--- src/design/exec_pkg.sv ---
`default_nettype none

package exec_pkg;

    localparam int xlen          = 32;
    localparam int rob_idx_bits  = 6;
    localparam int phys_reg_bits = 6;
    localparam int arch_reg_bits = 5;
    // fixed latency from request to cdb
    localparam int mult_stages   = 4;

    typedef enum logic [1:0] {
        fu_alu_sel  = 2'd0,
        fu_mult_sel = 2'd1,
        fu_br_sel   = 2'd2
    } fu_sel_t;

    typedef enum logic [3:0] {
        alu_add  = 4'd0,
        alu_sub  = 4'd1,
        alu_and  = 4'd2,
        alu_or   = 4'd3,
        alu_xor  = 4'd4,
        alu_sll  = 4'd5,
        alu_srl  = 4'd6,
        alu_sra  = 4'd7,
        alu_slt  = 4'd8,
        alu_sltu = 4'd9
    } alu_op_t;

    // same order as the funct3 field of the M extension
    typedef enum logic [1:0] {
        mult_mul    = 2'd0,
        mult_mulh   = 2'd1,
        mult_mulhsu = 2'd2,
        mult_mulhu  = 2'd3
    } mult_op_t;

    // conditional branches use their funct3, jal takes a spare code
    typedef enum logic [2:0] {
        br_beq  = 3'b000,
        br_bne  = 3'b001,
        br_jal  = 3'b010,
        br_blt  = 3'b100,
        br_bge  = 3'b101,
        br_bltu = 3'b110,
        br_bgeu = 3'b111
    } br_op_t;

    typedef struct packed {
        logic [rob_idx_bits-1:0]  rob_idx;
        logic [phys_reg_bits-1:0] pd;
        logic [arch_reg_bits-1:0] rd;
    } tag_t;

    // op is wide enough for any unit's opcode
    typedef struct packed {
        logic            valid;
        logic [3:0]      op;
        logic [xlen-1:0] rs1_v;
        logic [xlen-1:0] rs2_v;
        logic [xlen-1:0] pc;
        logic [xlen-1:0] imm;
        tag_t            tag;
    } fu_req_t;

    typedef struct packed {
        fu_sel_t         fu_sel;
        logic [3:0]      op;
        logic [xlen-1:0] rs1_v;
        logic [xlen-1:0] rs2_v;
        logic [xlen-1:0] pc;
        logic [xlen-1:0] imm;
        tag_t            tag;
    } issue_pkt_t;

    typedef struct packed {
        logic            valid;
        tag_t            tag;
        logic [xlen-1:0] rd_v;
        logic            pc_select;
        logic [xlen-1:0] pc_branch;
    } cdb_t;

endpackage

`default_nettype wire

--- src/design/issue_wb_slave.sv ---
`timescale 1ns/10ps
`default_nettype none

module issue_wb_slave (
    input  logic                clk,
    input  logic                rst,
    input  logic                flush,
    input  logic                wb_cyc,
    input  logic                wb_stb,
    input  logic                wb_we,
    input  exec_pkg::issue_pkt_t wb_dat,
    output logic                wb_ack,
    input  logic                alu_ready,
    input  logic                mult_ready,
    input  logic                br_ready,
    output exec_pkg::fu_req_t   alu_req,
    output exec_pkg::fu_req_t   mult_req,
    output exec_pkg::fu_req_t   br_req
);
    import exec_pkg::*;

    logic    stb_seen;
    logic    sel_ready;
    fu_req_t req;

    always_comb begin
        case (wb_dat.fu_sel)
            fu_alu_sel:  sel_ready = alu_ready;
            fu_mult_sel: sel_ready = mult_ready;
            fu_br_sel:   sel_ready = br_ready;
            // unknown unit, ack so the bus moves on, nothing dispatched
            default:     sel_ready = 1'b1;
        endcase
    end

    // write strobe seen in the previous cycle
    always_ff @(posedge clk) begin
        if (rst) begin
            stb_seen <= 1'b0;
        end else if (flush || wb_ack) begin
            stb_seen <= 1'b0;
        end else begin
            stb_seen <= wb_cyc && wb_stb && wb_we;
        end
    end

    assign wb_ack = stb_seen && wb_cyc && wb_stb && wb_we && sel_ready && !flush;

    always_comb begin
        req.valid = 1'b0;
        req.op    = wb_dat.op;
        req.rs1_v = wb_dat.rs1_v;
        req.rs2_v = wb_dat.rs2_v;
        req.pc    = wb_dat.pc;
        req.imm   = wb_dat.imm;
        req.tag   = wb_dat.tag;

        // payload fans out to all units, valid only to the target
        alu_req        = req;
        alu_req.valid  = wb_ack && (wb_dat.fu_sel == fu_alu_sel);
        mult_req       = req;
        mult_req.valid = wb_ack && (wb_dat.fu_sel == fu_mult_sel);
        br_req         = req;
        br_req.valid   = wb_ack && (wb_dat.fu_sel == fu_br_sel);
    end

    stb_needs_cyc: assert property (@(posedge clk) disable iff (rst)
        $rose(wb_stb) |-> wb_cyc);

    one_dispatch: assert property (@(posedge clk) disable iff (rst)
        $onehot0({alu_req.valid, mult_req.valid, br_req.valid}));

endmodule

`default_nettype wire

--- src/design/fu_alu.sv ---
`timescale 1ns/10ps
`default_nettype none

module fu_alu (
    input  logic              clk,
    input  logic              rst,
    input  logic              flush,
    input  exec_pkg::fu_req_t req,
    input  logic              hold,
    output logic              ready,
    output exec_pkg::cdb_t    result
);
    import exec_pkg::*;

    alu_op_t                   op;
    logic [$clog2(xlen)-1:0]   shamt;
    logic [xlen-1:0]           alu_out;
    logic                      res_valid;
    cdb_t                      res_q;

    assign op    = alu_op_t'(req.op);
    // only the low bits count, so shifts of 32 and up wrap
    assign shamt = req.rs2_v[$clog2(xlen)-1:0];

    always_comb begin
        case (op)
            alu_add:  alu_out = req.rs1_v + req.rs2_v;
            alu_sub:  alu_out = req.rs1_v - req.rs2_v;
            alu_and:  alu_out = req.rs1_v & req.rs2_v;
            alu_or:   alu_out = req.rs1_v | req.rs2_v;
            alu_xor:  alu_out = req.rs1_v ^ req.rs2_v;
            alu_sll:  alu_out = req.rs1_v << shamt;
            alu_srl:  alu_out = req.rs1_v >> shamt;
            alu_sra:  alu_out = $signed(req.rs1_v) >>> shamt;
            alu_slt:  alu_out = {{(xlen-1){1'b0}}, $signed(req.rs1_v) < $signed(req.rs2_v)};
            alu_sltu: alu_out = {{(xlen-1){1'b0}}, req.rs1_v < req.rs2_v};
            default:  alu_out = '0;
        endcase
    end

    // holding register, emptied once the arbiter takes the result
    always_ff @(posedge clk) begin
        if (rst) begin
            res_valid <= 1'b0;
        end else if (flush) begin
            res_valid <= 1'b0;
        end else if (req.valid) begin
            res_valid <= 1'b1;
        end else if (!hold) begin
            res_valid <= 1'b0;
        end
    end

    always_ff @(posedge clk) begin
        if (req.valid) begin
            res_q.valid     <= 1'b1;
            res_q.tag       <= req.tag;
            res_q.rd_v      <= alu_out;
            res_q.pc_select <= 1'b0;
            res_q.pc_branch <= '0;
        end
    end

    always_comb begin
        result       = res_q;
        result.valid = res_valid;
    end

    // free, or the held result leaves this cycle
    assign ready = !res_valid || !hold;

    no_issue_into_held: assert property (@(posedge clk) disable iff (rst)
        (res_valid && hold) |-> !req.valid);

endmodule

`default_nettype wire

--- src/design/fu_mult.sv ---
`timescale 1ns/10ps
`default_nettype none

module fu_mult (
    input  logic              clk,
    input  logic              rst,
    input  logic              flush,
    input  exec_pkg::fu_req_t req,
    output exec_pkg::cdb_t    result
);
    import exec_pkg::*;

    mult_op_t                         op;
    logic                             sign_a;
    logic                             sign_b;
    logic [mult_stages:1]             stage_v;
    tag_t                             stage_tag [1:mult_stages];
    mult_op_t                         stage_op [1:mult_stages-1];
    logic signed [xlen:0]             s1_a;
    logic signed [xlen:0]             s1_b;
    logic signed [xlen+xlen/2+1:0]    s2_pp_lo;
    logic signed [xlen+xlen/2+1:0]    s2_pp_hi;
    logic [2*xlen-1:0]                s3_prod;
    logic [xlen-1:0]                  s4_rd_v;

    assign op     = mult_op_t'(req.op[1:0]);
    assign sign_a = (op == mult_mulh) || (op == mult_mulhsu);
    assign sign_b = (op == mult_mulh);

    always_ff @(posedge clk) begin
        if (rst) begin
            stage_v <= '0;
        end else if (flush) begin
            stage_v <= '0;
        end else begin
            stage_v <= {stage_v[mult_stages-1:1], req.valid};
        end
    end

    // tag and opcode ride along with the data
    always_ff @(posedge clk) begin
        stage_tag[1] <= req.tag;
        stage_op[1]  <= op;
        for (int i = 2; i <= mult_stages; i++) begin
            stage_tag[i] <= stage_tag[i-1];
        end
        for (int i = 2; i < mult_stages; i++) begin
            stage_op[i] <= stage_op[i-1];
        end
    end

    always_ff @(posedge clk) begin
        // stage 1, 33 bit operands cover signed and unsigned
        s1_a     <= {sign_a & req.rs1_v[xlen-1], req.rs1_v};
        s1_b     <= {sign_b & req.rs2_v[xlen-1], req.rs2_v};
        // stage 2, b split into an unsigned low half and a signed high half
        s2_pp_lo <= s1_a * $signed({1'b0, s1_b[xlen/2-1:0]});
        s2_pp_hi <= s1_a * $signed(s1_b[xlen:xlen/2]);
        // stage 3
        s3_prod  <= (2*xlen)'(s2_pp_lo) + ((2*xlen)'(s2_pp_hi) << (xlen/2));
        // stage 4
        s4_rd_v  <= (stage_op[mult_stages-1] == mult_mul) ? s3_prod[xlen-1:0]
                                                          : s3_prod[2*xlen-1:xlen];
    end

    always_comb begin
        result.valid     = stage_v[mult_stages];
        result.tag       = stage_tag[mult_stages];
        result.rd_v      = s4_rd_v;
        result.pc_select = 1'b0;
        result.pc_branch = '0;
    end

    flush_empties_pipe: assert property (@(posedge clk) disable iff (rst)
        flush |=> (stage_v == '0));

endmodule

`default_nettype wire

--- src/design/fu_branch.sv ---
`timescale 1ns/10ps
`default_nettype none

module fu_branch (
    input  logic              clk,
    input  logic              rst,
    input  logic              flush,
    input  exec_pkg::fu_req_t req,
    input  logic              hold,
    output logic              ready,
    output exec_pkg::cdb_t    result
);
    import exec_pkg::*;

    br_op_t op;
    logic   taken;
    logic   res_valid;
    cdb_t   res_q;

    assign op = br_op_t'(req.op[2:0]);

    always_comb begin
        case (op)
            br_beq:  taken = (req.rs1_v == req.rs2_v);
            br_bne:  taken = (req.rs1_v != req.rs2_v);
            br_blt:  taken = ($signed(req.rs1_v) < $signed(req.rs2_v));
            br_bge:  taken = ($signed(req.rs1_v) >= $signed(req.rs2_v));
            br_bltu: taken = (req.rs1_v < req.rs2_v);
            br_bgeu: taken = (req.rs1_v >= req.rs2_v);
            br_jal:  taken = 1'b1;
            default: taken = 1'b0;
        endcase
    end

    always_ff @(posedge clk) begin
        if (rst) begin
            res_valid <= 1'b0;
        end else if (flush) begin
            res_valid <= 1'b0;
        end else if (req.valid) begin
            res_valid <= 1'b1;
        end else if (!hold) begin
            res_valid <= 1'b0;
        end
    end

    // link value and target are computed for every op
    always_ff @(posedge clk) begin
        if (req.valid) begin
            res_q.valid     <= 1'b1;
            res_q.tag       <= req.tag;
            res_q.rd_v      <= req.pc + xlen'(4);
            res_q.pc_select <= taken;
            res_q.pc_branch <= req.pc + req.imm;
        end
    end

    always_comb begin
        result       = res_q;
        result.valid = res_valid;
    end

    assign ready = !res_valid || !hold;

endmodule

`default_nettype wire

--- src/design/cdb_arbiter.sv ---
`timescale 1ns/10ps
`default_nettype none

module cdb_arbiter (
    input  logic           flush,
    input  exec_pkg::cdb_t alu_res,
    input  exec_pkg::cdb_t mult_res,
    input  exec_pkg::cdb_t br_res,
    output logic           alu_hold,
    output logic           br_hold,
    output exec_pkg::cdb_t cdb
);
    // grant[0] multiplier, grant[1] alu, grant[2] branch
    logic [2:0] grant;

    // multiplier cannot stall, so it always goes first
    always_comb begin
        grant = 3'b000;
        if (mult_res.valid) begin
            grant[0] = 1'b1;
        end else if (alu_res.valid) begin
            grant[1] = 1'b1;
        end else if (br_res.valid) begin
            grant[2] = 1'b1;
        end
    end

    assign alu_hold = alu_res.valid && !grant[1];
    assign br_hold  = br_res.valid && !grant[2];

    always_comb begin
        cdb = '0;
        if (!flush) begin
            if (grant[0]) begin
                cdb = mult_res;
            end else if (grant[1]) begin
                cdb = alu_res;
            end else if (grant[2]) begin
                cdb = br_res;
            end
        end
    end

    grant_onehot: assert final ($onehot0(grant));

endmodule

`default_nettype wire

--- src/design/exec_unit.sv ---
`timescale 1ns/10ps
`default_nettype none

module exec_unit (
    input  logic              clk,
    input  logic              rst,
    input  logic              flush,
    input  exec_pkg::fu_req_t alu_req,
    input  exec_pkg::fu_req_t mult_req,
    input  exec_pkg::fu_req_t br_req,
    input  logic              alu_hold,
    input  logic              br_hold,
    output logic              alu_ready,
    output logic              br_ready,
    output exec_pkg::cdb_t    alu_res,
    output exec_pkg::cdb_t    mult_res,
    output exec_pkg::cdb_t    br_res
);

    // flush reaches every unit in the same edge

    fu_alu u_alu (
        .clk    (clk),
        .rst    (rst),
        .flush  (flush),
        .req    (alu_req),
        .hold   (alu_hold),
        .ready  (alu_ready),
        .result (alu_res)
    );

    // no hold input, the arbiter always grants it
    fu_mult u_mult (
        .clk    (clk),
        .rst    (rst),
        .flush  (flush),
        .req    (mult_req),
        .result (mult_res)
    );

    fu_branch u_branch (
        .clk    (clk),
        .rst    (rst),
        .flush  (flush),
        .req    (br_req),
        .hold   (br_hold),
        .ready  (br_ready),
        .result (br_res)
    );

endmodule

`default_nettype wire

--- src/design/exec_top.sv ---
`timescale 1ns/10ps
`default_nettype none

module exec_top (
    input  logic                 clk,
    input  logic                 rst,
    input  logic                 flush,
    input  logic                 wb_cyc,
    input  logic                 wb_stb,
    input  logic                 wb_we,
    input  exec_pkg::issue_pkt_t wb_dat,
    output logic                 wb_ack,
    output exec_pkg::cdb_t       cdb
);
    import exec_pkg::*;

    fu_req_t alu_req;
    fu_req_t mult_req;
    fu_req_t br_req;
    logic    alu_ready;
    logic    mult_ready;
    logic    br_ready;
    logic    alu_hold;
    logic    br_hold;
    cdb_t    alu_res;
    cdb_t    mult_res;
    cdb_t    br_res;

    // fully pipelined, never refuses an issue
    assign mult_ready = 1'b1;

    issue_wb_slave u_issue (
        .clk        (clk),
        .rst        (rst),
        .flush      (flush),
        .wb_cyc     (wb_cyc),
        .wb_stb     (wb_stb),
        .wb_we      (wb_we),
        .wb_dat     (wb_dat),
        .wb_ack     (wb_ack),
        .alu_ready  (alu_ready),
        .mult_ready (mult_ready),
        .br_ready   (br_ready),
        .alu_req    (alu_req),
        .mult_req   (mult_req),
        .br_req     (br_req)
    );

    exec_unit u_exec (
        .clk       (clk),
        .rst       (rst),
        .flush     (flush),
        .alu_req   (alu_req),
        .mult_req  (mult_req),
        .br_req    (br_req),
        .alu_hold  (alu_hold),
        .br_hold   (br_hold),
        .alu_ready (alu_ready),
        .br_ready  (br_ready),
        .alu_res   (alu_res),
        .mult_res  (mult_res),
        .br_res    (br_res)
    );

    cdb_arbiter u_arb (
        .flush    (flush),
        .alu_res  (alu_res),
        .mult_res (mult_res),
        .br_res   (br_res),
        .alu_hold (alu_hold),
        .br_hold  (br_hold),
        .cdb      (cdb)
    );

endmodule

`default_nettype wire

--- config.mk ---
export PLATFORM = sky130hd
export DESIGN_NAME = exec_top
export DESIGN_NICKNAME = d
export VERILOG_FILES = /design/src/design/exec_pkg.sv /design/src/design/issue_wb_slave.sv /design/src/design/fu_alu.sv /design/src/design/fu_mult.sv /design/src/design/fu_branch.sv /design/src/design/cdb_arbiter.sv /design/src/design/exec_unit.sv /design/src/design/exec_top.sv
export SDC_FILE = /design/constraint.sdc
export NUM_CORES = 2
export LEC_CHECK = 0
export ABC_AREA = 1
export BUFFER_PORTS_ARGS = -buffer_cell sky130_fd_sc_hd__buf_2
export CAP_MARGIN = 10
export CORE_MARGIN = 2
export CORE_UTILIZATION = 40
export DETAILED_ROUTE_END_ITERATION = 8
export PLACE_DENSITY = 0.63
export SYNTH_ARGS = -nofsm -noshare
export SYNTH_HDL_FRONTEND = slang
export SYNTH_SLANG_ARGS = --single-unit
--- constraint.sdc ---
create_clock -name clk -period 16.8 [get_ports clk]
set_clock_uncertainty 0.05 [all_clocks]
set_input_delay 1.68 -clock clk [delete_from_list [all_inputs] [get_ports clk]]
set_output_delay 1.68 -clock clk [all_outputs]
set_load 0.005 [all_outputs]
==> key figures <==
Worst hold path
  • Worst hold path class: flip-flop to flip-flop
  • Hold Path End: u_exec.u_mult.s3_prod[14]$_DFF_P_
  • Hold depth: 0
  • Hold Path Origin: u_exec.u_mult.s2_pp_lo[14]$_DFF_P_

Timing
  • Final setup TNS: 0 ns
  • Final setup viols: 0
  • RSZ-0062 raised after global routing: no
  • Max Slew Vio Count: 0
  • Min Hold Slack: 0.253 ns
  • Crit share post-route: 41.8%
  • Worst slew pin tran: 1.10 ns
  • FMAX: 142 MHz
  • Shortest period the worst path allows: 7.02 ns
  • Slew HR: 26.5%
  • Fin. Hold Viols: 0

Clocking
  • Clock root cell: clkbuf_16
  • Clk buf depth: 3
  • Setup bufs post-CTS: 0
  • Clock transition at the registers of the reported paths: 0.06 ns
  • H-tree lvl count: 2
  • # clock sinks: 472
  • Hold-fix buffers, CTS: 0
  • Clk Latency, worst-skew pair: 0.67 ns
  • CTS tree: yes
  • Total CTS buffers: 54
  • CTS resizes: 0

Job
  • Maxcap violations: 0

Die
  • Row cnt: 150
  • Core ar.: 0.167 mm²
  • Chip Width: 413 µm
  • Die ar.: 0.170 mm²
  • IO Count: 241
  • Initial Utilization: 40.1%
  • Die Y: 413 µm

Synthesis
  • Yosys top cell area share: 30.8%
  • EDFF count, synth: 131
  • Syn Nets: 10.4k
  • Area leader, netlist: fa_1
  • Synth Register Bits: 472
  • Syn Inst Count: 8,825
  • Synthesized area: 0.0668 mm²
  • Top_reg_cell synth: dfxtp_1
  • Average size of a mapped cell: 7.57 µm²
  • Asr flop ratio synth: 0%
  • Area contributors post-synth: fa_1, inv_1, nand2_1
  • Ys Warns: 0
  • Seq/Total Area, Yosys: 16.1%
  • Unique cell type count in the Yosys netlist: 65

Global route
  • Vias in the first global route: 59.5k
  • Total GRT Usage: 28.0%
  • Largest net degree at the start of global routing: 81
  • Gr ovfl total: 0
  • First-pass GRT wire length: 360,000 µm
  • Initial antenna violation count: 16

Outcome
  • Outcome: completed

Critical path
  • Critical Path Sink Type: flip-flop
  • Most frequent CP cell: fa_1
  • WP data arrival: 7.45 ns
  • R2R Path Start: u_exec.u_mult.s1_a[19]$_DFF_P_
  • Worst Path Required: 17.23 ns
  • Crit path from: u_exec.u_mult.s1_a[19]$_DFF_P_
  • Worst path slowest cell: dfxtp_1
  • CP peak stage delay: 0.99 ns
  • R2R Path End: u_exec.u_mult.s2_pp_lo[28]$_DFF_P_
  • Max FO, Critical Path: 18
  • Critical-path cell list: buf_4 > nand2_1 > fa_1 > fa_1 > fa_1 > inv_1 > fa_1 > fa_1 > inv_1 > fa_1 > inv_1 > ha_1 > a21oi_1 > o21ai_0 > a21oi_1 > nand2_1 > a21oi_1 > o21ai_1 > xor2_1
  • Crit path launch type: flip-flop
  • CP Class: flip-flop to flip-flop
  • Flop2flop setup slack: 9.78 ns
  • Worst Reg-to-Reg Cells: 19

Place
  • Port bufs: 240
  • GP Congestion: 1.04
  • Hpwl dp: 193,000 µm

Route
  • DRC: 0
  • Final WL: 239,000 µm
  • Total number of vias: 57.9k
  • Vias/cell: 5.23
  • DR iter-0 viols: 4,937
  • Post-route antenna net violation count: 0
  • TritonRoute pass-1 iters: 7
  • Drt wl/cell: 21.6 µm

Finish
  • Fraction of layout cells with a size suffix above 1: 5.75%
  • Area grow syn2layout: 7.17%
  • NumNets Final: 10.4k
  • FILL cells: 17.0k
[cell usage after synthesis, types with 3 or more instances]
cell	n
inv_1	2150
nand2_1	2086
fa_1	1029
nor2_1	516
ha_1	413
a21oi_1	384
dfxtp_1	341
clkbuf_1	322
nand3_1	284
o21ai_0	262
xor2_1	144
edfxtp_1	131
o21ai_1	87
xnor2_1	65
nand4_1	58
a221oi_1	57
nor3_1	57
o21bai_1	46
buf_2	43
a31oi_1	33
mux2_2	32
o211ai_1	30
a21o_1	27
o21a_1	25
nor4_1	18
o22ai_1	17
a21boi_0	16
a211oi_1	15
or2_2	13
buf_1	12
o221ai_1	12
inv_2	10
and3_1	9
nand3b_1	9
buf_4	6
nand2_2	6
buf_6	5
nor2_2	5
nor3_2	5
or2_0	5
or2_1	4
a21oi_2	3
clkbuf_2	3
mux2i_1	3
o2111ai_1	3
[layout by cell type (no fill, tap or decap), drive strengths merged, types with 4 or more instances in the layout]
master,n
o21a,25
o211ai,30
o21ai,351
nor3,63
a31oi,33
and3,9
o22ai,17
or2,22
a21o,27
buf,323
o21bai,47
xor2,144
fa,1029
xnor2,65
nand3,286
clkbuf,72
nand2,2092
a211oi,15
o221ai,12
mux2,32
a21boi,18
diode,4
nor4,20
a221oi,57
inv,2168
clkinv,19
edfxtp,131
a21oi,387
nor2,521
nand4,59
ha,413
nand3b,9
dfxtp,341
[critical path, delay by kind of cell (launching register included)]
kind            cells  cell delay [ns]
buf+inv             4             0.55
fa+ha+maj           7             3.29
simple gates        2             0.23
xor+xnor            1             0.46
flops               1             0.99
compound gates      5             1.20
[kinds of logic after synthesis]
family | after synthesis | share of synthesized area [%]
and+or+nand+nor | 3083 | 18.6
muxes | 35 | 0.584
AOI/OAI and AO/OA | 1032 | 8.94
adders and majority gates | 1442 | 38.5
DFF | 472 | 16.1
xor gates and xnor gates | 209 | 2.74
buffers and inverters | 2552 | 14.5
[registers in the layout, summed over array words and instances (netlist names)]
name	cells
u_exec.u_mult.stage_tag	68
u_exec.u_mult.s2_pp_lo	50
u_exec.u_mult.s3_prod	64
u_exec.u_mult.stage_v	4
u_exec.u_mult.s2_pp_hi	48
u_exec.u_mult.stage_op	6
u_exec.u_mult.s4_rd_v	32
u_issue.stb_seen	1
u_exec.u_mult.s1_a	33
u_exec.u_branch.res_valid	1
u_exec.u_alu.res_valid	1
u_exec.u_branch.result	82
u_exec.u_alu.result	49
u_exec.u_mult.s1_b	33
[per-layer routing]
| metal | wire length (µm) | part of all wire, % | track usage (%) | up-vias |
|---|---|---|---|---|
| li1 | - | - | - | 26400 |
| met4 | 11700 | 4.9 | 11.8 | 18 |
| met1 | 97400 | 41 | 35.7 | 28400 |
| met3 | 20800 | 8.7 | 5.53 | 499 |
| met5 | 96 | 0.040 | 0 | - |
| met2 | 109000 | 46 | 46.1 | 2561 |
[final cells by class]
class | instances | area (µm²) | area share [%]
inverter | 2161 | 8110 | 11.3
clock buffer | 72 | 1500 | 2.10
multi-input combinational | 5801 | 46400 | 64.8
tap | 2204 | 2760 | 3.85
sequential | 472 | 10800 | 15.0
timing repair buffer | 323 | 1820 | 2.55
clock inverter | 28 | 260 | 0.363
antenna | 4 | 10.0 | 0.0140
[worst max path at each step]
| stage | to | slack, ns | depth (start not counted) |
|---|---|---|---|
| after floorplan | u_exec.u_mult.s2_pp_lo[45]$_DFF_P_ | 10.98 | 25 |
| after global placement | u_exec.u_mult.s2_pp_lo[28]$_DFF_P_ | 9.86 | 21 |
| after detailed placement | u_exec.u_mult.s2_pp_lo[28]$_DFF_P_ | 9.89 | 19 |
| after CTS | u_exec.u_mult.s2_pp_lo[28]$_DFF_P_ | 9.85 | 19 |
| after global routing | u_exec.u_mult.s2_pp_lo[35]$_DFF_P_ | 9.55 | 21 |
| final | u_exec.u_mult.s2_pp_lo[28]$_DFF_P_ | 9.78 | 19 |
[through the flow]
step                      area (µm²)  cells  util, %  setup slack, ns
after floorplan                66800   8825        -            10.98
after global placement         69900  11000     41.9             9.86
after detailed placement       69900  11000     41.9             9.89
after CTS                      71600  11100     43.0             9.85
after global routing           71600  11100     43.0             9.55
final                          71600  11100     43.0             9.78
Power is left out: the tool's default activity adds up to more than one toggle a clock period on the data nets, which glitch-free logic cannot reach.
